File: config.mk
export PLATFORM = sky130hd
export DESIGN_NAME = cpu_core
export DESIGN_NICKNAME = d
export VERILOG_FILES = /design/src/verilog/cpu_pkg.sv /design/src/verilog/cpu_core.sv /design/src/verilog/decode_unit.sv /design/src/verilog/execute_unit.sv /design/src/verilog/hazard_unit.sv /design/src/verilog/pipeline_regs.sv /design/src/verilog/register_file.sv
export VERILOG_INCLUDE_DIRS = /design/src /design/src/verilog
export SDC_FILE = /design/constraint.sdc
export NUM_CORES = 1
export LEC_CHECK = 0
export BUFFER_PORTS_ARGS = -buffer_cell sky130_fd_sc_hd__buf_2
export CAP_MARGIN = 10
export CORE_MARGIN = 1.5
export CORE_UTILIZATION = 40
export DETAILED_ROUTE_END_ITERATION = 10
export GPL_TIMING_DRIVEN = 0
export PLACE_DENSITY_LB_ADDON = 0.1
export SLEW_MARGIN = 20
export SYNTH_ARGS = -nofsm -noshare
export SYNTH_HDL_FRONTEND = slang
export SYNTH_SLANG_ARGS = --single-unit
export TNS_END_PERCENT = 1
File: constraint.sdc
create_clock -name clk -period 4.19 [get_ports clk]
set_input_delay 0.6285 -clock clk [delete_from_list [all_inputs] [get_ports clk]]
set_output_delay 0.6285 -clock clk [all_outputs]
set_load 0.005 [all_outputs]
File: src/verilog/cpu_cfg.svh
`ifndef CPU_CFG_SVH
`define CPU_CFG_SVH

// one word is both the data width and the instruction width.
`define DATA_W 16
`define REG_ADDR_W 3
`define NUM_REGS 8
`define RESET_PC 0

`endif

File: src/verilog/cpu_pkg.sv
`include "cpu_cfg.svh"

package cpu_pkg;

  typedef enum logic [3:0] {
    OP_RTYPE = 4'd0,
    OP_ADDI  = 4'd1,
    OP_LW    = 4'd2,
    OP_SW    = 4'd3,
    OP_BEQ   = 4'd4,
    OP_BNE   = 4'd5,
    OP_JMP   = 4'd6
  } opcode_t;

  // order matches the r-type funct field.
  typedef enum logic [3:0] {
    ALU_ADD,
    ALU_SUB,
    ALU_AND,
    ALU_OR,
    ALU_XOR,
    ALU_SLT
  } alu_op_t;

  typedef enum logic [1:0] {MEM_NONE, MEM_READ, MEM_WRITE} mem_op_t;

  typedef enum logic [1:0] {FWD_REG, FWD_MEM, FWD_WB} fwd_sel_t;

  typedef union packed {
    struct packed {
      opcode_t                opcode;
      logic [`REG_ADDR_W-1:0] rs;
      logic [`REG_ADDR_W-1:0] rt;
      logic [`REG_ADDR_W-1:0] rd;
      logic [2:0]             funct;
    } r;
    struct packed {
      opcode_t                opcode;
      logic [`REG_ADDR_W-1:0] rs;
      logic [`REG_ADDR_W-1:0] rt;
      logic signed [5:0]      imm;
    } i;
    struct packed {
      opcode_t     opcode;
      logic [11:0] addr;    // absolute word address.
    } j;
  } instr_t;

endpackage

File: src/verilog/cpu_core.sv
`timescale 1ns/1ps
`include "cpu_cfg.svh"

module cpu_core import cpu_pkg::*; (
  input  logic               clk,
  input  logic               rst_n,
  output logic [`DATA_W-1:0] imem_addr,
  input  logic [`DATA_W-1:0] imem_rdata,
  output logic [`DATA_W-1:0] dmem_addr,
  output logic [`DATA_W-1:0] dmem_wdata,
  output logic               dmem_we,
  output logic               dmem_re,
  input  logic [`DATA_W-1:0] dmem_rdata
);

  logic [`DATA_W-1:0] pc;
  logic [`DATA_W-1:0] pc_plus_1;
  logic               stall;
  logic               flush;
  fwd_sel_t           fwd_a;
  fwd_sel_t           fwd_b;

  instr_t                 id_instr;
  logic [`DATA_W-1:0]     id_pc_next;
  logic [`REG_ADDR_W-1:0] id_rs, id_rt, id_rd;
  logic [`DATA_W-1:0]     id_immediate, id_target, id_read_data_1, id_read_data_2;
  alu_op_t                id_alu_op;
  mem_op_t                id_mem_op;
  logic                   id_alu_src, id_reg_dst, id_reg_write, id_beq, id_bne, id_jump;

  logic [`REG_ADDR_W-1:0] ex_rs, ex_rt, ex_rd, ex_dest_reg;
  logic [`DATA_W-1:0]     ex_read_data_1, ex_read_data_2, ex_immediate, ex_target;
  logic [`DATA_W-1:0]     ex_alu_result, ex_store_data;
  alu_op_t                ex_alu_op;
  mem_op_t                ex_mem_op;
  logic                   ex_alu_src, ex_reg_dst, ex_reg_write, ex_beq, ex_bne, ex_jump;
  logic                   ex_take_branch;

  logic [`DATA_W-1:0]     mem_alu_result, mem_store_data, mem_target, mem_wb_data;
  logic [`REG_ADDR_W-1:0] mem_dest_reg;
  mem_op_t                mem_mem_op;
  logic                   mem_reg_write, mem_take_branch;

  logic [`DATA_W-1:0]     wb_data;
  logic [`REG_ADDR_W-1:0] wb_dest_reg;
  logic                   wb_reg_write;

  assign pc_plus_1 = pc + `DATA_W'(1);
  assign imem_addr = pc;

  // a redirect from the memory stage overrides a load-use stall.
  always_ff @(posedge clk or negedge rst_n) begin
    if (!rst_n)
      pc <= `DATA_W'(`RESET_PC);
    else if (flush)
      pc <= mem_target;
    else if (!stall)
      pc <= pc_plus_1;
  end

  assign flush       = mem_take_branch;
  assign dmem_addr   = mem_alu_result;
  assign dmem_wdata  = mem_store_data;
  assign dmem_we     = mem_mem_op == MEM_WRITE;
  assign dmem_re     = mem_mem_op == MEM_READ;
  assign mem_wb_data = dmem_re ? dmem_rdata : mem_alu_result;

  if_id_register if_id_i (
    .clk(clk), .rst_n(rst_n), .stall(stall), .flush(flush),
    .instr_in(imem_rdata), .pc_next_in(pc_plus_1),
    .instr_out(id_instr), .pc_next_out(id_pc_next)
  );

  decode_unit decode_i (
    .instr(id_instr), .pc_next(id_pc_next),
    .rs(id_rs), .rt(id_rt), .rd(id_rd),
    .immediate(id_immediate), .target(id_target),
    .alu_op(id_alu_op), .mem_op(id_mem_op), .alu_src(id_alu_src),
    .reg_dst(id_reg_dst), .reg_write(id_reg_write),
    .beq(id_beq), .bne(id_bne), .jump(id_jump)
  );

  register_file register_file_i (
    .clk(clk), .rst_n(rst_n),
    .read_addr_1(id_rs), .read_addr_2(id_rt),
    .read_data_1(id_read_data_1), .read_data_2(id_read_data_2),
    .write_en(wb_reg_write), .write_addr(wb_dest_reg), .write_data(wb_data)
  );

  hazard_unit hazard_i (
    .if_id_rs(id_rs), .if_id_rt(id_rt),
    .id_ex_rt(ex_rt), .id_ex_mem_op(ex_mem_op),
    .ex_rs(ex_rs), .ex_rt(ex_rt),
    .mem_dest(mem_dest_reg), .mem_reg_write(mem_reg_write),
    .wb_dest(wb_dest_reg), .wb_reg_write(wb_reg_write),
    .stall(stall), .fwd_a(fwd_a), .fwd_b(fwd_b)
  );

  id_ex_register id_ex_i (
    .clk(clk), .rst_n(rst_n), .stall(stall), .flush(flush),
    .rs_in(id_rs), .rs_out(ex_rs),
    .rt_in(id_rt), .rt_out(ex_rt),
    .rd_in(id_rd), .rd_out(ex_rd),
    .read_data_1_in(id_read_data_1), .read_data_1_out(ex_read_data_1),
    .read_data_2_in(id_read_data_2), .read_data_2_out(ex_read_data_2),
    .immediate_in(id_immediate), .immediate_out(ex_immediate),
    .target_in(id_target), .target_out(ex_target),
    .alu_op_in(id_alu_op), .alu_op_out(ex_alu_op),
    .mem_op_in(id_mem_op), .mem_op_out(ex_mem_op),
    .alu_src_in(id_alu_src), .alu_src_out(ex_alu_src),
    .reg_dst_in(id_reg_dst), .reg_dst_out(ex_reg_dst),
    .reg_write_in(id_reg_write), .reg_write_out(ex_reg_write),
    .beq_in(id_beq), .beq_out(ex_beq),
    .bne_in(id_bne), .bne_out(ex_bne),
    .jump_in(id_jump), .jump_out(ex_jump)
  );

  execute_unit execute_i (
    .fwd_a(fwd_a), .fwd_b(fwd_b),
    .read_data_1(ex_read_data_1), .read_data_2(ex_read_data_2),
    .mem_result(mem_alu_result), .wb_result(wb_data),
    .immediate(ex_immediate), .alu_op(ex_alu_op), .alu_src(ex_alu_src),
    .reg_dst(ex_reg_dst), .rt(ex_rt), .rd(ex_rd),
    .beq(ex_beq), .bne(ex_bne), .jump(ex_jump),
    .alu_result(ex_alu_result), .store_data(ex_store_data),
    .dest_reg(ex_dest_reg), .take_branch(ex_take_branch)
  );

  ex_mem_register ex_mem_i (
    .clk(clk), .rst_n(rst_n), .flush(flush),
    .alu_result_in(ex_alu_result), .alu_result_out(mem_alu_result),
    .store_data_in(ex_store_data), .store_data_out(mem_store_data),
    .dest_reg_in(ex_dest_reg), .dest_reg_out(mem_dest_reg),
    .mem_op_in(ex_mem_op), .mem_op_out(mem_mem_op),
    .reg_write_in(ex_reg_write), .reg_write_out(mem_reg_write),
    .take_branch_in(ex_take_branch), .take_branch_out(mem_take_branch),
    .target_in(ex_target), .target_out(mem_target)
  );

  mem_wb_register mem_wb_i (
    .clk(clk), .rst_n(rst_n),
    .wb_data_in(mem_wb_data), .wb_data_out(wb_data),
    .dest_reg_in(mem_dest_reg), .dest_reg_out(wb_dest_reg),
    .reg_write_in(mem_reg_write), .reg_write_out(wb_reg_write)
  );

endmodule

File: src/verilog/decode_unit.sv
`timescale 1ns/1ps
`include "cpu_cfg.svh"

module decode_unit import cpu_pkg::*; (
  input  instr_t                 instr,
  input  logic [`DATA_W-1:0]     pc_next,
  output logic [`REG_ADDR_W-1:0] rs,
  output logic [`REG_ADDR_W-1:0] rt,
  output logic [`REG_ADDR_W-1:0] rd,
  output logic [`DATA_W-1:0]     immediate,
  output logic [`DATA_W-1:0]     target,
  output alu_op_t                alu_op,
  output mem_op_t                mem_op,
  output logic                   alu_src,
  output logic                   reg_dst,
  output logic                   reg_write,
  output logic                   beq,
  output logic                   bne,
  output logic                   jump
);

  assign rs = instr.r.rs;
  assign rt = instr.r.rt;
  assign rd = instr.r.rd;
  assign immediate = {{(`DATA_W-6){instr.i.imm[5]}}, instr.i.imm};

  // branches are relative to the following instruction, jumps are absolute.
  assign target = jump ? {{(`DATA_W-12){1'b0}}, instr.j.addr} : pc_next + immediate;

  always_comb begin
    alu_op    = ALU_ADD;
    mem_op    = MEM_NONE;
    alu_src   = 1'b0;
    reg_dst   = 1'b0;
    reg_write = 1'b0;
    beq       = 1'b0;
    bne       = 1'b0;
    jump      = 1'b0;
    case (instr.r.opcode)
      OP_RTYPE: begin
        if (instr.r.funct <= 3'd5) begin    // funct 6 and 7 are left undecoded.
          alu_op    = alu_op_t'({1'b0, instr.r.funct});
          reg_dst   = 1'b1;
          reg_write = 1'b1;
        end
      end
      OP_ADDI: begin
        alu_src   = 1'b1;
        reg_write = 1'b1;
      end
      OP_LW: begin
        alu_src   = 1'b1;
        mem_op    = MEM_READ;
        reg_write = 1'b1;
      end
      OP_SW: begin
        alu_src = 1'b1;
        mem_op  = MEM_WRITE;
      end
      OP_BEQ: beq = 1'b1;
      OP_BNE: bne = 1'b1;
      OP_JMP: jump = 1'b1;
      default: ;
    endcase
  end

endmodule

File: src/verilog/execute_unit.sv
`timescale 1ns/1ps
`include "cpu_cfg.svh"

module execute_unit import cpu_pkg::*; (
  input  fwd_sel_t               fwd_a,
  input  fwd_sel_t               fwd_b,
  input  logic [`DATA_W-1:0]     read_data_1,
  input  logic [`DATA_W-1:0]     read_data_2,
  input  logic [`DATA_W-1:0]     mem_result,
  input  logic [`DATA_W-1:0]     wb_result,
  input  logic [`DATA_W-1:0]     immediate,
  input  alu_op_t                alu_op,
  input  logic                   alu_src,
  input  logic                   reg_dst,
  input  logic [`REG_ADDR_W-1:0] rt,
  input  logic [`REG_ADDR_W-1:0] rd,
  input  logic                   beq,
  input  logic                   bne,
  input  logic                   jump,
  output logic [`DATA_W-1:0]     alu_result,
  output logic [`DATA_W-1:0]     store_data,
  output logic [`REG_ADDR_W-1:0] dest_reg,
  output logic                   take_branch
);

  logic [`DATA_W-1:0] operand_a;
  logic [`DATA_W-1:0] operand_b;
  logic [`DATA_W-1:0] alu_b;

  function automatic logic [`DATA_W-1:0] forward(input fwd_sel_t sel,
                                                 input logic [`DATA_W-1:0] reg_val);
    case (sel)
      FWD_MEM: return mem_result;
      FWD_WB:  return wb_result;
      default: return reg_val;
    endcase
  endfunction

  always_comb begin
    operand_a = forward(fwd_a, read_data_1);
    operand_b = forward(fwd_b, read_data_2);
  end

  assign alu_b      = alu_src ? immediate : operand_b;
  assign store_data = operand_b;              // sw stores rt.
  assign dest_reg   = reg_dst ? rd : rt;

  always_comb begin
    case (alu_op)
      ALU_SUB: alu_result = operand_a - alu_b;
      ALU_AND: alu_result = operand_a & alu_b;
      ALU_OR:  alu_result = operand_a | alu_b;
      ALU_XOR: alu_result = operand_a ^ alu_b;
      ALU_SLT: alu_result = {{(`DATA_W-1){1'b0}}, $signed(operand_a) < $signed(alu_b)};
      default: alu_result = operand_a + alu_b;
    endcase
  end

  // branches compare the two register operands, never the immediate.
  assign take_branch = jump ||
                       (beq && operand_a == operand_b) ||
                       (bne && operand_a != operand_b);

endmodule

File: src/verilog/hazard_unit.sv
`timescale 1ns/1ps
`include "cpu_cfg.svh"

module hazard_unit import cpu_pkg::*; (
  input  logic [`REG_ADDR_W-1:0] if_id_rs,
  input  logic [`REG_ADDR_W-1:0] if_id_rt,
  input  logic [`REG_ADDR_W-1:0] id_ex_rt,
  input  mem_op_t                id_ex_mem_op,
  input  logic [`REG_ADDR_W-1:0] ex_rs,
  input  logic [`REG_ADDR_W-1:0] ex_rt,
  input  logic [`REG_ADDR_W-1:0] mem_dest,
  input  logic                   mem_reg_write,
  input  logic [`REG_ADDR_W-1:0] wb_dest,
  input  logic                   wb_reg_write,
  output logic                   stall,
  output fwd_sel_t               fwd_a,
  output fwd_sel_t               fwd_b
);

  // the younger producer wins, so the memory stage is checked first.
  function automatic fwd_sel_t pick_source(input logic [`REG_ADDR_W-1:0] src);
    if (mem_reg_write && mem_dest == src)
      return FWD_MEM;
    if (wb_reg_write && wb_dest == src)
      return FWD_WB;
    return FWD_REG;
  endfunction

  // a load result is only ready after the memory stage, one cycle too late.
  assign stall = (id_ex_mem_op == MEM_READ) &&
                 (id_ex_rt == if_id_rs || id_ex_rt == if_id_rt);

  always_comb begin
    fwd_a = pick_source(ex_rs);
    fwd_b = pick_source(ex_rt);
  end

endmodule

File: src/verilog/pipeline_regs.sv
`timescale 1ns/1ps
`include "cpu_cfg.svh"

module if_id_register (
  input  logic               clk,
  input  logic               rst_n,
  input  logic               stall,
  input  logic               flush,
  input  logic [`DATA_W-1:0] instr_in,
  input  logic [`DATA_W-1:0] pc_next_in,
  output logic [`DATA_W-1:0] instr_out,
  output logic [`DATA_W-1:0] pc_next_out
);

  // opcode 4'hf has no decode, so this word does nothing.
  localparam logic [`DATA_W-1:0] NOP = {4'hf, {(`DATA_W-4){1'b0}}};

  always_ff @(posedge clk or negedge rst_n) begin
    if (!rst_n) begin
      instr_out   <= NOP;
      pc_next_out <= '0;
    end else if (flush) begin
      instr_out   <= NOP;
      pc_next_out <= '0;
    end else if (!stall) begin
      instr_out   <= instr_in;
      pc_next_out <= pc_next_in;
    end
  end

endmodule

module id_ex_register import cpu_pkg::*; (
  input  logic                   clk,
  input  logic                   rst_n,
  input  logic                   stall,
  input  logic                   flush,
  input  logic [`REG_ADDR_W-1:0] rs_in,
  input  logic [`REG_ADDR_W-1:0] rt_in,
  input  logic [`REG_ADDR_W-1:0] rd_in,
  input  logic [`DATA_W-1:0]     read_data_1_in,
  input  logic [`DATA_W-1:0]     read_data_2_in,
  input  logic [`DATA_W-1:0]     immediate_in,
  input  logic [`DATA_W-1:0]     target_in,
  input  alu_op_t                alu_op_in,
  input  mem_op_t                mem_op_in,
  input  logic                   alu_src_in,
  input  logic                   reg_dst_in,
  input  logic                   reg_write_in,
  input  logic                   beq_in,
  input  logic                   bne_in,
  input  logic                   jump_in,
  output logic [`REG_ADDR_W-1:0] rs_out,
  output logic [`REG_ADDR_W-1:0] rt_out,
  output logic [`REG_ADDR_W-1:0] rd_out,
  output logic [`DATA_W-1:0]     read_data_1_out,
  output logic [`DATA_W-1:0]     read_data_2_out,
  output logic [`DATA_W-1:0]     immediate_out,
  output logic [`DATA_W-1:0]     target_out,
  output alu_op_t                alu_op_out,
  output mem_op_t                mem_op_out,
  output logic                   alu_src_out,
  output logic                   reg_dst_out,
  output logic                   reg_write_out,
  output logic                   beq_out,
  output logic                   bne_out,
  output logic                   jump_out
);

  logic bubble;

  assign bubble = stall || flush;

  always_ff @(posedge clk or negedge rst_n) begin
    if (!rst_n) begin
      alu_op_out    <= ALU_ADD;
      mem_op_out    <= MEM_NONE;
      alu_src_out   <= 1'b0;
      reg_dst_out   <= 1'b0;
      reg_write_out <= 1'b0;
      beq_out       <= 1'b0;
      bne_out       <= 1'b0;
      jump_out      <= 1'b0;
    end else begin
      alu_op_out    <= bubble ? ALU_ADD : alu_op_in;
      mem_op_out    <= bubble ? MEM_NONE : mem_op_in;
      alu_src_out   <= alu_src_in && !bubble;
      reg_dst_out   <= reg_dst_in && !bubble;
      reg_write_out <= reg_write_in && !bubble;
      beq_out       <= beq_in && !bubble;
      bne_out       <= bne_in && !bubble;
      jump_out      <= jump_in && !bubble;
    end
  end

  // a bubble carries stale operands, which are harmless without control.
  always_ff @(posedge clk) begin
    rs_out          <= rs_in;
    rt_out          <= rt_in;
    rd_out          <= rd_in;
    read_data_1_out <= read_data_1_in;
    read_data_2_out <= read_data_2_in;
    immediate_out   <= immediate_in;
    target_out      <= target_in;
  end

endmodule

module ex_mem_register import cpu_pkg::*; (
  input  logic                   clk,
  input  logic                   rst_n,
  input  logic                   flush,
  input  logic [`DATA_W-1:0]     alu_result_in,
  input  logic [`DATA_W-1:0]     store_data_in,
  input  logic [`REG_ADDR_W-1:0] dest_reg_in,
  input  mem_op_t                mem_op_in,
  input  logic                   reg_write_in,
  input  logic                   take_branch_in,
  input  logic [`DATA_W-1:0]     target_in,
  output logic [`DATA_W-1:0]     alu_result_out,
  output logic [`DATA_W-1:0]     store_data_out,
  output logic [`REG_ADDR_W-1:0] dest_reg_out,
  output mem_op_t                mem_op_out,
  output logic                   reg_write_out,
  output logic                   take_branch_out,
  output logic [`DATA_W-1:0]     target_out
);

  always_ff @(posedge clk or negedge rst_n) begin
    if (!rst_n) begin
      mem_op_out      <= MEM_NONE;
      reg_write_out   <= 1'b0;
      take_branch_out <= 1'b0;
    end else begin
      mem_op_out      <= flush ? MEM_NONE : mem_op_in;
      reg_write_out   <= reg_write_in && !flush;
      take_branch_out <= take_branch_in && !flush;
    end
  end

  always_ff @(posedge clk) begin
    alu_result_out <= alu_result_in;
    store_data_out <= store_data_in;
    dest_reg_out   <= dest_reg_in;
    target_out     <= target_in;
  end

endmodule

module mem_wb_register (
  input  logic                   clk,
  input  logic                   rst_n,
  input  logic [`DATA_W-1:0]     wb_data_in,
  input  logic [`REG_ADDR_W-1:0] dest_reg_in,
  input  logic                   reg_write_in,
  output logic [`DATA_W-1:0]     wb_data_out,
  output logic [`REG_ADDR_W-1:0] dest_reg_out,
  output logic                   reg_write_out
);

  always_ff @(posedge clk or negedge rst_n) begin
    if (!rst_n)
      reg_write_out <= 1'b0;
    else
      reg_write_out <= reg_write_in;
  end

  always_ff @(posedge clk) begin
    wb_data_out  <= wb_data_in;
    dest_reg_out <= dest_reg_in;
  end

endmodule

File: src/verilog/register_file.sv
`timescale 1ns/1ps
`include "cpu_cfg.svh"

module register_file (
  input  logic                   clk,
  input  logic                   rst_n,
  input  logic [`REG_ADDR_W-1:0] read_addr_1,
  input  logic [`REG_ADDR_W-1:0] read_addr_2,
  output logic [`DATA_W-1:0]     read_data_1,
  output logic [`DATA_W-1:0]     read_data_2,
  input  logic                   write_en,
  input  logic [`REG_ADDR_W-1:0] write_addr,
  input  logic [`DATA_W-1:0]     write_data
);

  logic [`DATA_W-1:0] regs [`NUM_REGS];

  always_ff @(posedge clk or negedge rst_n) begin
    if (!rst_n) begin
      for (int i = 0; i < `NUM_REGS; i++)
        regs[i] <= '0;
    end else if (write_en) begin
      regs[write_addr] <= write_data;   // r0 is writable like any other.
    end
  end

  // write-through lets decode see the value written back in the same cycle.
  assign read_data_1 = (write_en && write_addr == read_addr_1) ? write_data
                                                               : regs[read_addr_1];
  assign read_data_2 = (write_en && write_addr == read_addr_2) ? write_data
                                                               : regs[read_addr_2];

endmodule
Word-level counts from Yosys, hierarchy flattened
Index checks and enable logic that the tools add are counted.
{ "classes": {"n_addsub": 4, "order_cmp": 6, "eq_ne": 29, "muxes": 50, "bitwise": 6, "n_reduce_logical": 27} }
{ "op_table": {"columns": ["op", "count"], "rows": [
  ["2-to-1 mux 16 bit", 14],
  ["bitwise mux 128 bit", 1],
  ["binary-select mux 16 bit (select 3 bit)", 2],
  ["case mux 16 bit (5 select lines)", 1],
  ["case mux 16 bit (2 select lines)", 2],
  ["demux 16 bit (select 3 bit)", 1],
  ["adder 16 bit", 2],
  ["equality test 3 bit", 8],
  ["equality test 4 x 3 -> 1 bit (second input constant)", 5],
  ["2-to-1 mux 2 bit", 10],
  ["logical AND 1 bit", 18],
  ["adder 16 x 1 -> 16 bit (second input constant)", 1],
  ["bitwise AND 16 bit", 1],
  ["equality test 16 bit", 1],
  ["equality test 4 x 2 -> 1 bit (second input constant)", 4],
  ["< comparator 16 bit", 1],
  ["inequality test 16 bit", 1],
  ["OR 16 bit", 1],
  ["subtractor 16 bit", 1],
  ["XOR 16 bit", 1],
  ["greater-or-equal comparator 4 bit (second input constant)", 3],
  ["2-to-1 mux 1 bit", 12],
  ["2-to-1 mux 12 bit", 1],
  ["NOT 3 -> 4 bit", 3],
  ["other kinds (15)", 27]
]} }
{ "word_totals": {"register_bits": 326, "in_bits": 34, "word_cells": 159} }

Logic depth before layout (Yosys ltp)
Gate-level depths: netlist (run 1).
{ "logic_depth": {"word_depth": 13, "ltp_mapped": 20, "mapped_depth_nobuf": 18} }

Hierarchy
Synthesis (run 1) repeated with hierarchy kept, for this count alone.
{ "unflattened": {"hier_cells": 1663, "area_unflattened_um2": 18657.9} }
{ "modules_own_cells": {"columns": ["module", "n_inst", "cells_per_inst", "area_each_um2"], "rows": [
  ["register_file", 1, 452, 7508.5],
  ["execute_unit", 1, 573, 3578.4],
  ["id_ex_register", 1, 99, 1924.3],
  ["cpu_core", 1, 156, 1367.6],
  ["if_id_register", 1, 103, 1335.0],
  ["decode_unit", 1, 173, 1164.9],
  ["ex_mem_register", 1, 59, 1146.1],
  ["mem_wb_register", 1, 20, 405.4],
  ["hazard_unit", 1, 28, 227.7]
]} }

Least setup slack after synthesis (run 1)
Ideal clock, no wire load.
{ "synth_path": {"kind": "register to register", "start": "register id_ex_i.rt_out[1]", "end": "register ex_mem_i.alu_result_out[14]", "setup_time_ns": 0.122, "arrival_ns": 3.655, "path_slack_ns": 0.413, "path_stages_with_launch": 21, "n_path_buf": 2, "period_less_slack_ns": 3.777, "path_cell_list": "dfxtp_1 > buf_4 > xnor2_1 > nand4_4 > buf_6 > mux2i_1 > a21oi_1 > mux2i_1 > inv_1 > ha_1 > inv_1 > fa_1 > nor2b_1 > o21ai_0 > a21oi_1 > o2111a_1 > o31ai_1 > o21a_1 > a211o_1 > a22oi_1 > o21ai_0"} }
{ "synth_via": {"elab_chain_cells": 11, "word_cells_on_any_way": 20, "cone_classes": "2 x add/sub; 4 x eq/ne; 9 x mux; 3 x bitwise; 2 x reduce/logical"} }
{ "synth_rtl": {"columns": ["item", "line", "rtl"], "rows": [
  ["from (decl)", "pipeline_regs.sv:54", "output logic [`REG_ADDR_W-1:0] rt_out,"],
  ["from (signal assigned)", "pipeline_regs.sv:99", "rt_out <= rt_in;"],
  ["equality test 3 bit", "hazard_unit.sv:24", "if (wb_reg_write && wb_dest == src)"],
  ["logical AND 1 bit", "hazard_unit.sv:24", null],
  ["2-to-1 mux 1 bit (2 in a row)", "hazard_unit.sv:24", null],
  ["2-to-1 mux 2 bit", "hazard_unit.sv:26", "return FWD_REG;"],
  ["2-to-1 mux 2 bit (*)", "hazard_unit.sv:24", null],
  ["equality test 2 bit or equality test 2 x 1 -> 1 bit (tied branches)", "execute_unit.sv:32", "case (sel)"],
  ["case mux 16 bit (2 select lines) (*)", "execute_unit.sv:32", null],
  ["net ex_mem_i.store_data_in[0]", "pipeline_regs.sv:114", "input logic [`DATA_W-1:0] store_data_in,"],
  ["2-to-1 mux 16 bit (*)", "execute_unit.sv:44", "assign alu_b = alu_src ? immediate : operand_b;"],
  ["adder 16 bit or subtractor 16 bit (tied branches)", "execute_unit.sv:55, execute_unit.sv:50", null],
  ["case mux 16 bit (5 select lines) (*)", "execute_unit.sv:49", "case (alu_op)"],
  ["net ex_alu_result[14]", "cpu_core.sv:33", "logic [`DATA_W-1:0] ex_alu_result, ex_store_data;"],
  ["to (signal assigned)", "pipeline_regs.sv:142", "alu_result_out <= alu_result_in;"],
  ["to (decl)", "pipeline_regs.sv:120", "output logic [`DATA_W-1:0] alu_result_out,"]
]} }
The timed path passes the listed nets; every way through them passes the cells marked *. The select of a mux whose other input is x is not followed.
A chain may end at the register's enable or synchronous reset.

Worst setup path in the final report (run 1)
{ "layout_path": {"start": "register mem_wb_i.dest_reg_out[2]", "end": "register ex_mem_i.alu_result_out[14]"} }
{ "layout_via": {"elab_chain_cells": 11, "word_cells_on_any_way": 27, "cone_classes": "2 x add/sub; 6 x eq/ne; 14 x mux; 3 x bitwise; 2 x reduce/logical"} }
{ "layout_rtl": {"columns": ["item", "line", "rtl"], "rows": [
  ["from (decl)", "pipeline_regs.sv:157", "output logic [`REG_ADDR_W-1:0] dest_reg_out,"],
  ["from (signal assigned)", "pipeline_regs.sv:170", "dest_reg_out <= dest_reg_in;"],
  ["equality test 3 bit", "hazard_unit.sv:24", null],
  ["logical AND 1 bit", "hazard_unit.sv:24", null],
  ["2-to-1 mux 1 bit (2 in a row)", "hazard_unit.sv:24", null],
  ["2-to-1 mux 2 bit", "hazard_unit.sv:26", null],
  ["2-to-1 mux 2 bit", "hazard_unit.sv:24", null],
  ["equality test 2 bit or equality test 2 x 1 -> 1 bit (tied branches)", "execute_unit.sv:32", null],
  ["case mux 16 bit (2 select lines)", "execute_unit.sv:32", null],
  ["2-to-1 mux 16 bit", "execute_unit.sv:44", null],
  ["adder 16 bit (tied with other cells)", "execute_unit.sv:55", "default: alu_result = operand_a + alu_b;"],
  ["case mux 16 bit (5 select lines) (*)", "execute_unit.sv:49", null],
  ["net ex_alu_result[14]", "cpu_core.sv:33", null]
]} }
Marked as above.

==> impl_results.md, run 1 <==
* Reg2Reg Depth at 17
* Seq/Total Area, Yosys at 43.4%
* GRT Util Overall at 23.3%
* Simple-gate share of the synthesized area at 8.85%
* Synthesized net count at 1671
* Commonest non-fill, non-tap cells in the layout: dfrtp_1, mux2_2, nor2_1, dfxtp_1, a21oi_1
* DRT antenna net count at 0
* Sw Share at 38.6%
* Area Overhead vs Synth at 16.3%
* RSZ-0062 raised after global routing: yes
* DRC at 0
* Overflow after GRT at 0
* Row count at 75
* Crit-path max FO at 10
* Initial core utilization at 40.6%
* EDFF count, synth at 0
* Syn_area_per_cell at 10.9 µm²
* Setup violators final at 0
* CP startpoint kind: register
* Post-Route Skew at 17.2 ps
* Fin. max-slew vios at 0
* Post-Synthesis Cell Area at 17100 µm²
* Largest family of logic cells by synthesized area: multiplexers
* Antenna diode count at 0
* Comb power frac at 43.7%
* Worst path max stage delay at 440 ps
* Outcome: complete, no violations
* Commonest non-fill, non-tap cell in the layout: dfrtp_1
* CTS tree: done
* NetSw at 0.00570 W
* Vias in the first global route at 12700
* Detailed Route WL at 50.5 mm
* HP Start: imem_rdata[14]
* Hold EP: if_id_i.instr_out[14]
* Predominant post-synthesis flop cell: dfrtp_1
* Hold path cells at 2
* Post-synthesis xor/xnor area fraction at 4.60%
* Largest net degree at the start of global routing at 96
* Crit. End Element: register
* Synth Area in Compound Gates at 9.88%
* Post-route clock period utilization at 97.3%
* RePlAce Congestion at 0.899
* Relative slew slack at 18.5%
* TritonCTS Buffers at 39
* CTS Root Cell: clkbuf_16
* Final nets at 1812
* Distinct cells, synth at 66
* Placed instance count at 2197
* Post-Synthesis Cells at 1570
* Mux cell area share after synthesis at 23.9%
* Synth warnings at 0
* Worst r2r src: mem_wb_i.dest_reg_out[2]
* I/O pin cnt at 84
* Worst hold path type: in -> reg
* Die W at 210 µm
* Vias at 12700
* Fin crit period at 4080 ps
* Avg WL per Cell at 22.1 µm
* Detailed Place HPWL at 36.7 mm
* Async S/R FF share, synth at 59.6%
* Die area at 43900 µm²
* Post-route setup slack at 113 ps
* Number of synthesized register bits at 322
* Initial antenna violation count at 2
* Critical path type: reg -> reg
* Cell with the largest stage delay on the worst path: ha_1
* Final-layout fill cell count at 3987
* FF-to-FF setup slack at 110 ps
* CTS max path bufs at 3
* H-Tree Depth at 2
* Placement Setup Slack at -464 ps
* Synth Area in Adders at 5.04%
* Die Ht at 210 µm
* Lkg Pwr at 9.18 nW
* Crit path cell chain: buf_6 -> xnor2_2 -> nand4_4 -> buf_4 -> mux2_2 -> mux2i_2 -> o21ai_0 -> ha_1 -> inv_1 -> a21oi_1 -> o21a_1 -> o2111a_2 -> o31ai_4 -> o21a_1 -> a211o_1 -> a22oi_1 -> o21ai_0
* First-pass GRT wire length at 77.9 mm
* Final hold violations at 0
* Placeable Area at 42000 µm²
* Number of max-cap violations at 0
* Non-Filler Instances at 2280
* Drt first pass iters at 5
* Vias/cell at 5.55
* Worst slew pin tran at 1220 ps
* Share of power burned in registers at 33.1%
* Internal at 0.00909 W
* CTS clk-pin slew, worst paths at 60 ps
* Crit path required time at 4630 ps
* Clock share of power at 23.2%
* Pwr per Cell Area at 745 nW/µm²
* Fmax at 245 MHz
* Worst R2R End: ex_mem_i.alu_result_out[14]
* CP Data Arrival Time at 4520 ps
* # clock sinks at 322
* Initial DRC Count at 894
* VDD IR max at 0.374 mV
* Worst-Skew Late Latency at 560 ps
* I/O Buffers at 83
* Ratio of cells with drive above 1 in the final layout at 26.4%
==> registers in the layout, indices dropped and copies added, names as in the netlist, 2 cells and up <==
| signal | count |
|---|---|
| ex_mem_i.dest_reg_out | 3 |
| id_ex_i.target_out | 16 |
| id_ex_i.read_data_2_out | 16 |
| id_ex_i.mem_op_out | 2 |
| id_ex_i.immediate_out | 6 |
| if_id_i.instr_out | 16 |
| id_ex_i.read_data_1_out | 16 |
| id_ex_i.rs_out | 3 |
| register_file_i.regs | 128 |
| if_id_i.pc_next_out | 16 |
| mem_wb_i.wb_data_out | 16 |
| ex_mem_i.alu_result_out | 16 |
| ex_mem_i.mem_op_out | 2 |
| id_ex_i.rt_out | 3 |
| ex_mem_i.target_out | 16 |
| ex_mem_i.store_data_out | 16 |
| imem_addr | 16 |
| mem_wb_i.dest_reg_out | 3 |
| id_ex_i.alu_op_out | 3 |
==> logic make-up (layout without fill, tap and decap cells) <==
group	count (synthesis)	after routing
AO/OA/AOI/OAI	277	277
XOR/XNOR	88	88
adder cells (fa/ha/maj)	67	67
buffers and inverters	180	351
flip-flops	322	322
multiplexers	307	307
AND/OR/NAND/NOR	329	329
==> synthesized netlist by cell type (4+ instances only) <==
cell type	n	area, µm²
dfxtp_1	130	2600
nand2b_1	6	37.5
buf_1	18	67.6
o21bai_1	8	60.1
o22ai_1	7	43.8
xor2_1	27	236
buf_2	10	50.1
mux4_2	64	1440
ha_1	64	801
a211oi_1	17	128
nand4b_1	6	52.6
nor2_1	143	537
o211ai_1	7	52.6
clkbuf_1	67	251
a211o_1	5	43.8
buf_6	4	45.0
dfstp_2	4	105
nand2_1	79	297
a21o_1	7	52.6
mux2_2	164	1850
inv_1	77	289
or3_1	5	31.3
o21ai_0	65	325
mux2i_1	79	791
nand3_1	19	95.1
o31ai_1	6	45.0
nor2b_1	12	75.1
nand4_1	14	87.6
o21a_1	5	37.5
a21oi_1	107	536
dfrtp_1	188	4700
nor3_1	23	115
a22oi_1	10	75.1
and3_1	7	43.8
xnor2_1	59	517
a31oi_1	5	31.3
==> power groups by stage <==
stage / Clock [W] / Sequential (W) / Combinational, W
floorplan: 0 / 0.00470 / 0.00443
global placement: 0 / 0.00491 / 0.00609
detailed placement: 0 / 0.00494 / 0.00614
CTS: 0.00350 / 0.00490 / 0.00623
global route: 0.00364 / 0.00503 / 0.00712
finish: 0.00343 / 0.00490 / 0.00646
==> through the flow <==
| stage | setup TNS, ps | cell area [µm²] | hold WS (ps) | power [W] | util (%) |
|---|---|---|---|---|---|
| 6_report | 0 | 19900 | 285 | 0.0148 | 47.2 |
| 5_1_grt | -256 | 19900 | 278 | 0.0158 | 47.2 |
| 4_1_cts | 0 | 19600 | 259 | 0.0146 | 46.7 |
| 3_5_place_dp | -1430 | 18300 | 314 | 0.0111 | 43.5 |
| 3_3_place_gp | -175700 | 18200 | 313 | 0.0110 | 43.2 |
| 2_1_floorplan | 0 | 17100 | 310 | 0.00913 | - |
==> layer usage <==
layer	vias up	part of all wire, %	global-route usage (%)
met5	-	0.016	0
met1	6384	46	32.8
met3	72	5.1	3.05
met4	2	2.0	6.23
met2	342	47	37.9
li1	5865	-	-
==> worst max-delay path: cells and delay by family, from the launching register on <==
kind | cells | cell delay [ps]
AO/OA/AOI/OAI | 9 | 1710
XOR/XNOR | 1 | 200
adder cells (fa/ha/maj) | 1 | 440
buffers and inverters | 3 | 510
flip-flops | 1 | 300
multiplexers | 2 | 560
AND/OR/NAND/NOR | 1 | 230
==> worst max-delay path by stage <==
stage	cells after the start	from	endpoint	slack, ps
floorplan	20	id_ex_i.rt_out[1]	ex_mem_i.alu_result_out[14]	410
global placement	1	rst_n	if_id_i.instr_out[2]	-980
detailed placement	20	id_ex_i.rt_out[0]	ex_mem_i.alu_result_out[14]	-460
CTS	17	id_ex_i.rt_out[0]	ex_mem_i.alu_result_out[15]	20
global route	16	mem_wb_i.dest_reg_out[2]	ex_mem_i.alu_result_out[0]	-90
finish	17	mem_wb_i.dest_reg_out[2]	ex_mem_i.alu_result_out[14]	110
==> what timing repair did <==
action	in CTS	in global routing
pin swaps	6	8
endpoints found under the hold margin	9	0
gates resized for setup	11	32
endpoints found under the setup margin	6	9
hold buffers	1	0
gates cloned	0	1
setup buffers	1	9
==> final cells by class <==
class,instances,area [µm²],share of cell area (%)
flip-flops and latches,322,7410,37.3
multi-input cells,1068,9110,45.9
clock buffers,60,1180,5.92
plain buffers,103,467,2.35
inverters,77,289,1.46
well taps,539,674,3.40
repair buffers,100,611,3.07
clock inverters,11,121,0.611
No activity file was read; power rests on OpenSTA's default activity.
==> inputs of run 2 (changes only) <==
--- a/config.mk
+++ b/config.mk
@@ -8,11 +8,14 @@
 export LEC_CHECK = 0
 export BUFFER_PORTS_ARGS = -buffer_cell sky130_fd_sc_hd__buf_2
 export CAP_MARGIN = 10
+export CELL_PAD_IN_SITES_DETAIL_PLACEMENT = 1
+export CELL_PAD_IN_SITES_GLOBAL_PLACEMENT = 2
 export CORE_MARGIN = 1.5
 export CORE_UTILIZATION = 40
 export DETAILED_ROUTE_END_ITERATION = 10
 export GPL_TIMING_DRIVEN = 0
 export PLACE_DENSITY_LB_ADDON = 0.1
+export SKIP_LAST_GASP = 1
 export SLEW_MARGIN = 20
 export SYNTH_ARGS = -nofsm -noshare
 export SYNTH_HDL_FRONTEND = slang
==> impl_results.md, run 2 (same netlist as run 1, synthesis figures left out) <==
* Post-route clock period utilization at 96.0% (-1.3 points)
* Vias at 12700 (+0.079%)
* Initial antenna violation count at 2 (unchanged)
* Share of power burned in registers at 32.7% (-0.4 points)
* Lkg Pwr at 9.21 nW (+0.35%)
* Internal at 0.00923 W (+1.5%)
* Number of max-cap violations at 0 (unchanged)
* Pwr per Cell Area at 757 nW/µm² (+1.7%)
* Relative slew slack at 31.1% (+13 points)
* Detailed Place HPWL at 40.3 mm (+9.7%)
* Fin area at 19900 µm² (+0.42%)
* Clock share of power at 23.7% (+0.5 points)
* I/O pin cnt at 84 (unchanged)
* Setup violators final at 0 (unchanged)
* Setup TNS at 0 ps (unchanged)
* Hold path cells at 2 (unchanged)
* Tot Pwr at 0.0151 W (+2.1%)
* CP Data Arrival Time at 4450 ps (-70 ps)
* CP startpoint kind: register
* Fmax at 249 MHz (+1.4%)
* FF-to-FF setup slack at 170 ps (+60 ps)
* Commonest non-fill, non-tap cells in the layout: dfrtp_1, mux2_2, nor2_1, dfxtp_1, a21oi_1
* CTS Root Cell: clkbuf_16
* Reg2Reg Depth at 20 (+3)
* Non-Filler Instances at 2276 (-0.18%)
* TritonCTS Buffers at 39 (unchanged)
* I/O Buffers at 83 (unchanged)
* Max FFs per register at 128 (unchanged)
* Worst R2R End: ex_mem_i.alu_result_out[14]
* CTS clk-pin slew, worst paths at 60 ps (about the same)
* NetSw at 0.00587 W (+3.0%)
* Vias in the first global route at 13700 (+7.9%)
* Overflow after GRT at 0 (unchanged)
* Initial DRC Count at 678 (-24%)
* RSZ-0062 raised after global routing: yes
* Die area at 43900 µm² (unchanged)
* Die Ht at 210 µm (unchanged)
* Worst-Skew Late Latency at 560 ps (about the same)
* Final Util at 47.4% (+0.20 points)
* Final hold violations at 0 (unchanged)
* First-pass GRT wire length at 84.1 mm (+8.0%)
* Sw Share at 38.9% (+0.34 points)
* Avg WL per Cell at 24.0 µm (+8.2%)
* Vias/cell at 5.57 (+0.25%)
* RePlAce Congestion at 0.918 (+2.1%)
* Post-Route Skew at 22.1 ps (+4.95 ps)
* H-Tree Depth at 2 (unchanged)
* Placed instance count at 2196 (-0.046%)
* Fin crit period at 4020 ps (-55.5 ps)
* Commonest non-fill, non-tap cell in the layout: dfrtp_1
* Crit-path max FO at 10 (unchanged)
* Outcome: complete, no violations
* Worst r2r src: mem_wb_i.dest_reg_out[2]
* Antenna diode count at 0 (unchanged)
* Initial core utilization at 40.6% (unchanged)
* Crit. End Element: register
* VDD IR max at 0.311 mV (-17%)
* Comb power frac at 43.6% (about the same)
* CTS max path bufs at 3 (unchanged)
* Worst hold path type: in -> reg
* HP Start: imem_rdata[15]
* Row count at 75 (unchanged)
* Crit path required time at 4620 ps (about the same)
* # clock sinks at 322 (unchanged)
* Placeable Area at 42000 µm² (unchanged)
* GRT Util Overall at 25.4% (+2.2 points)
* Hold EP: if_id_i.instr_out[15]
* Final nets at 1810 (-0.11%)
* Fin. max-slew vios at 0 (unchanged)
* Largest net degree at the start of global routing at 81 (-16%)
* CTS tree: done
* Placed cell areas at 18300 µm² (about the same)
* Area Overhead vs Synth at 16.8%
* DRC at 0 (unchanged)
* Top reg by flops: register_file_i.regs
* Worst slew pin tran at 1030 ps (-190 ps)
* Ratio of cells with drive above 1 in the final layout at 26.8% (+0.46 points)
* Detailed Route WL at 54.6 mm (+8.1%)
* Drt first pass iters at 5 (unchanged)
* Critical path type: reg -> reg
* Die W at 210 µm (unchanged)
* DRT antenna net count at 0 (unchanged)
[run 2: changes by cell type in the layout (fill, tap and decap cells not counted), sizes merged]
cell      delta
clkinv       +5
clkbuf       -6
bufinv       +1
inv          -2
clkinvlp     -2
[run 2: critical path, stage by stage, from the launching register on]
cell and delay [ps]:
dfxtp_1 310, buf_6 150, xnor2_4 180, nand4_4 120
buf_8 180, mux2i_2 170, a21oi_2 220, mux2i_2 120
inv_2 90, ha_2 200, inv_1 70, fa_2 400
nor2b_1 130, o21ai_1 90, a21oi_2 270, o2111a_2 290
o31ai_4 110, o21a_1 220, a211o_1 320, a22oi_1 130
o21ai_0 90
[run 2: layer usage]
layer	wire [µm]	track usage [%]	share of wire, %
met3	2060	3.64	3.8
met2	25300	41.2	46
met1	25400	34.8	47
met4	1780	9.28	3.3
met5	27	0	0.049
[run 2: worst max-delay path by stage]
stage / start / endpoint / slack, ps / cells after the start
5_1_grt: id_ex_i.rt_out[2] / ex_mem_i.alu_result_out[0] / -40 / 20
3_3_place_gp: rst_n / if_id_i.instr_out[2] / -950 / 1
2_1_floorplan: id_ex_i.rt_out[1] / ex_mem_i.alu_result_out[14] / 410 / 20
3_5_place_dp: id_ex_i.rt_out[2] / ex_mem_i.alu_result_out[14] / -650 / 20
6_report: mem_wb_i.dest_reg_out[2] / ex_mem_i.alu_result_out[14] / 170 / 20
4_1_cts: id_ex_i.rt_out[0] / ex_mem_i.alu_result_out[15] / -10 / 16
[run 2: per-stage QoR]
step           hold WS (ps)  setup slack, ps
2_1_floorplan           310              413
3_3_place_gp            312             -955
3_5_place_dp            314             -654
4_1_cts                 266            -12.6
5_1_grt                 288            -44.4
6_report                297              169
[run 2: cell type report]
cell class | instances | area (µm²)
Fill cell | 4561 | 22100
Multi-Input combinational cell | 1068 | 9130
Sequential cell | 322 | 7410
Clock buffer | 56 | 1200
Tap cell | 539 | 674
Timing Repair Buffer | 100 | 593
Buffer | 101 | 467
Inverter | 77 | 289
Clock inverter | 13 | 166
[run 2: power by group through the flow]
stage	clock [W]	sequential [W]	combinational (W)
floorplan	0	0.00470	0.00443
global placement	0	0.00492	0.00616
detailed placement	0	0.00497	0.00629
CTS	0.00366	0.00494	0.00641
global route	0.00378	0.00508	0.00722
finish	0.00358	0.00494	0.00658
[run 2: what timing repair did]
item	in CTS	in global routing
endpoints found under the hold margin	37	0
endpoints found under the setup margin	10	8
gates resized for setup	17	34
buffers inserted	4	8
pin swaps	4	6
hold buffers	1	0
==> inputs of run 3 (changes only) <==
--- a/config.mk
+++ b/config.mk
@@ -6,12 +6,13 @@
 export SDC_FILE = /design/constraint.sdc
 export NUM_CORES = 1
 export LEC_CHECK = 0
+export ABC_AREA = 1
 export BUFFER_PORTS_ARGS = -buffer_cell sky130_fd_sc_hd__buf_2
 export CAP_MARGIN = 10
 export CELL_PAD_IN_SITES_DETAIL_PLACEMENT = 1
 export CELL_PAD_IN_SITES_GLOBAL_PLACEMENT = 2
 export CORE_MARGIN = 1.5
-export CORE_UTILIZATION = 40
+export CORE_UTILIZATION = 37
 export DETAILED_ROUTE_END_ITERATION = 10
 export GPL_TIMING_DRIVEN = 0
 export PLACE_DENSITY_LB_ADDON = 0.1
==> impl_results.md, run 3 <==
* I/O Buffers at 83 (unchanged)
* Max FFs per register at 128 (unchanged)
* Internal at 0.00884 W (-4.2%)
* Critical path type: reg -> reg
* Largest net degree at the start of global routing at 74 (-8.6%)
* GRT Util Overall at 29.8% (+4.4 points)
* Vias in the first global route at 17400 (+27%)
* Count leader, synth: nand2_1
* Fin crit period at 3900 ps (-124 ps)
* Die Ht at 220 µm (+5.2%)
* Share of power burned in registers at 32.8% (about the same)
* CP startpoint kind: register
* Synthesized net count at 2401 (+44%)
* Predominant post-synthesis flop cell: dfrtp_1
* Final Util at 43.7% (-3.7 points)
* Overflow after GRT at 0 (unchanged)
* Post-Route Skew at 13.4 ps (-8.73 ps)
* EDFF count, synth at 0 (unchanged)
* Relative slew slack at 27.8% (-3.3 points)
* Synth warnings at 0 (unchanged)
* Commonest non-fill, non-tap cell in the layout: nand2_1
* WL met2 at 33.3 mm (+32%)
* Syn_area_per_cell at 7.60 µm² (-30%)
* Initial DRC Count at 1176 (+73%)
* Final hold violations at 0 (unchanged)
* CP Data Arrival Time at 4350 ps (-100 ps)
* CTS tree: done
* Worst setup path startpoint: id_ex_i.rt_out[2]
* Mux cell area share after synthesis at 0% (-24 points)
* Synth Area in Adders at 4.92% (-0.12 points)
* Met3 WL post-DR at 4.49 mm (+120%)
* Setup crit end: ex_mem_i.alu_result_out[14]
* Worst-Skew Late Latency at 590 ps (+30 ps)
* Number of max-cap violations at 0 (unchanged)
* Placeable Area at 46600 µm² (+11%)
* Final-layout fill cell count at 5738 (+26%)
* Pwr per Cell Area at 775 nW/µm² (+2.4%)
* Die W at 220 µm (+5.2%)
* Crit. End Element: register
* Largest cells by area after synthesis: dfrtp_1, dfxtp_1, nand2_1
* RePlAce Congestion at 1.00 (+9.3%)
* Clock share of power at 24.5% (+0.8 points)
* Sw Share at 43.9% (+5.1 points)
* Setup violators final at 0 (unchanged)
* H-Tree Depth at 2 (unchanged)
* Detailed Route WL at 71.6 mm (+31%)
* Avg WL per Cell at 23.2 µm (-3.0%)
* Commonest non-fill, non-tap cells in the layout: nand2_1, o21ai_0, inv_1, dfrtp_1, a21oi_1
* Number of synthesized register bits at 322 (unchanged)
* Vias/cell at 5.50 (-1.2%)
* Reg2Reg Depth at 27 (+35%)
* Crit-path max FO at 10 (unchanged)
* Die area at 48600 µm² (+11%)
* Lkg Pwr at 9.49 nW (+3.0%)
* I/O pin cnt at 84 (unchanged)
* Post-Synthesis Cell Area at 17500 µm² (+2.4%)
* Worst R2R End: ex_mem_i.alu_result_out[14]
* Synth Area in Compound Gates at 20.3% (+10 points)
* Outcome: complete, no violations
* Async S/R FF share, synth at 59.6% (unchanged)
* First-pass GRT wire length at 108 mm (+28%)
* Initial antenna violation count at 7 (+5)
* Synth area leader: dfrtp_1
* Max Used Layer: met5
* Detailed Place HPWL at 54.8 mm (+36%)
* Initial core utilization at 37.6% (-3.0 points)
* Fmax at 257 MHz (+3.2%)
* DRC at 0 (unchanged)
* Worst slew pin tran at 1080 ps (+49.9 ps)
* Worst hold path type: in -> reg
* Simple-gate share of the synthesized area at 22.1% (+13 points)
* VDD IR max at 0.386 mV (+24%)
* Final nets at 2538 (+40%)
* Post-Synthesis Cells at 2300 (+46%)
* Post-synthesis xor/xnor area fraction at 1.25% (-3.4 points)
* TritonCTS Buffers at 41 (+5.1%)
* # clock sinks at 322 (unchanged)
* Seq/Total Area, Yosys at 42.4% (-1.0 points)
* RSZ-0062 raised after global routing: yes
* Crit path required time at 4640 ps (+20 ps)
* Tot Pwr at 0.0158 W (+4.4%)
* Commonest cells in the netlist: nand2_1, o21ai_0, inv_1, dfrtp_1, a21oi_1
* Drt first pass iters at 5 (unchanged)
* DRT antenna net count at 0 (unchanged)
* FF-to-FF setup slack at 290 ps (+120 ps)
* CTS clk-pin slew, worst paths at 60 ps (about the same)
* Post-route clock period utilization at 93.0% (-2.9 points)
* Top reg by flops: register_file_i.regs
* Fin. max-slew vios at 0 (unchanged)
* Metal-1 WL at 32.4 mm (+28%)
* CTS max path bufs at 3 (unchanged)
* Ratio of cells with drive above 1 in the final layout at 11.5% (-15 points)
* Distinct cells, synth at 54 (-18%)
* Vias at 16900 (+34%)
* Row count at 79 (+5.3%)
* CTS Root Cell: clkbuf_16
* Synth top area share at 26.9% (-0.65 points)
* Worst r2r src: id_ex_i.rt_out[2]
* Largest family of logic cells by synthesized area: simple AND/OR/NAND/NOR gates
* NetSw at 0.00693 W (+18%)
* Area Overhead vs Synth at 16.3%
* Comb power frac at 42.6% (-1.0 points)
## run 3: cell count changes after synthesis, sizes merged, moves of 69 or more
cell | previous run | this run
nand2 | 79 | 508
o21ai | 65 | 347
inv | 77 | 243
mux2 | 164 | 0
nand3 | 19 | 166
mux2i | 79 | 0
o211ai | 7 | 76
## run 3: cell families (layout without fill, tap and decap cells)
group,count (synthesis),count (layout)
XOR/XNOR,25,25
buffers and inverters,386,556
adder cells (fa/ha/maj),67,67
flip-flops,322,322
AND/OR/NAND/NOR,856,856
other,0,3
AO/OA/AOI/OAI,644,644
## run 3: area by class of cell
type / instances / area (µm²) / share of cell area (%)
inverter: 247 / 935 / 4.60
antenna: 3 / 7.51 / 0.0369
buffer: 139 / 646 / 3.17
clock inverter: 19 / 284 / 1.40
clock buffer: 57 / 1200 / 5.89
timing repair buffer: 94 / 551 / 2.71
tap: 607 / 759 / 3.73
sequential: 322 / 7410 / 36.5
multi-input combinational: 1592 / 8540 / 42.0
## run 3: worst min path at each step
stage                                       from                       to  slack [ps]  cells past startpoint
final                              imem_rdata[4]     if_id_i.instr_out[4]         260                      3
after global routing               imem_rdata[4]     if_id_i.instr_out[4]         240                      3
after CTS                          imem_rdata[4]     if_id_i.instr_out[4]         230                      3
after detailed placement  id_ex_i.target_out[11]  ex_mem_i.target_out[11]         310                      0
after global placement     id_ex_i.target_out[0]   ex_mem_i.target_out[0]         310                      0
after floorplan            id_ex_i.target_out[0]   ex_mem_i.target_out[0]         310                      0
## run 3: worst max-delay path: stages, from the launching register on
cell and delay, ps:
dfxtp_1 300, buf_4 150, inv_2 70, nand2_1 50
nand2_1 150, nor2_8 80, buf_4 140, clkbuf_8 160
nand3_1 120, nand3_4 130, o21ai_2 150, inv_1 70
ha_1 210, fa_1 470, nor2_2 130, o21ai_1 110
nand2_1 100, nand2_1 60, nand2_1 110, nand2_1 90
nand2_2 110, inv_1 80, o21bai_4 150, inv_1 90
o21ai_1 160, a21oi_1 80, o21ai_0 90, nand3_1 130
## run 3: layer usage
| metal | vias up | track usage (%) |
|---|---|---|
| met5 | - | 0 |
| met2 | 456 | 49.2 |
| met3 | 87 | 6.08 |
| met4 | 2 | 6.71 |
| li1 | 7931 | - |
| met1 | 8472 | 40.2 |
## run 3: metrics by stage
| step | cells | hold slack [ps] | setup WS, ps | instance area (µm²) | TNS, ps |
|---|---|---|---|---|---|
| floorplan | 2300 | 310 | 795 | 17500 | 0 |
| global placement | 2990 | 311 | -1020 | 18700 | -180480 |
| detailed placement | 2992 | 313 | -225 | 18700 | -496 |
| CTS | 3070 | 229 | -1.13 | 20200 | -1.13 |
| global route | 3077 | 243 | -8.81 | 20300 | -10.9 |
| finish | 3080 | 257 | 292 | 20300 | 0 |
## run 3: repair_timing
item	CTS	global route
resized for setup	7	15
hold buffers	1	0
endpoints found under the hold margin	51	0
buffers inserted	1	7
setup endpoints to repair	4	7
pin swaps	1	6
## run 3: power by group through the flow
stage               clock network, W  registers, W  logic, W
finish                       0.00387       0.00518   0.00672
detailed placement                 0       0.00522   0.00655
CTS                          0.00394       0.00518   0.00662
global placement                   0       0.00519   0.00637
floorplan                          0       0.00491   0.00421
global route                 0.00406       0.00531   0.00750
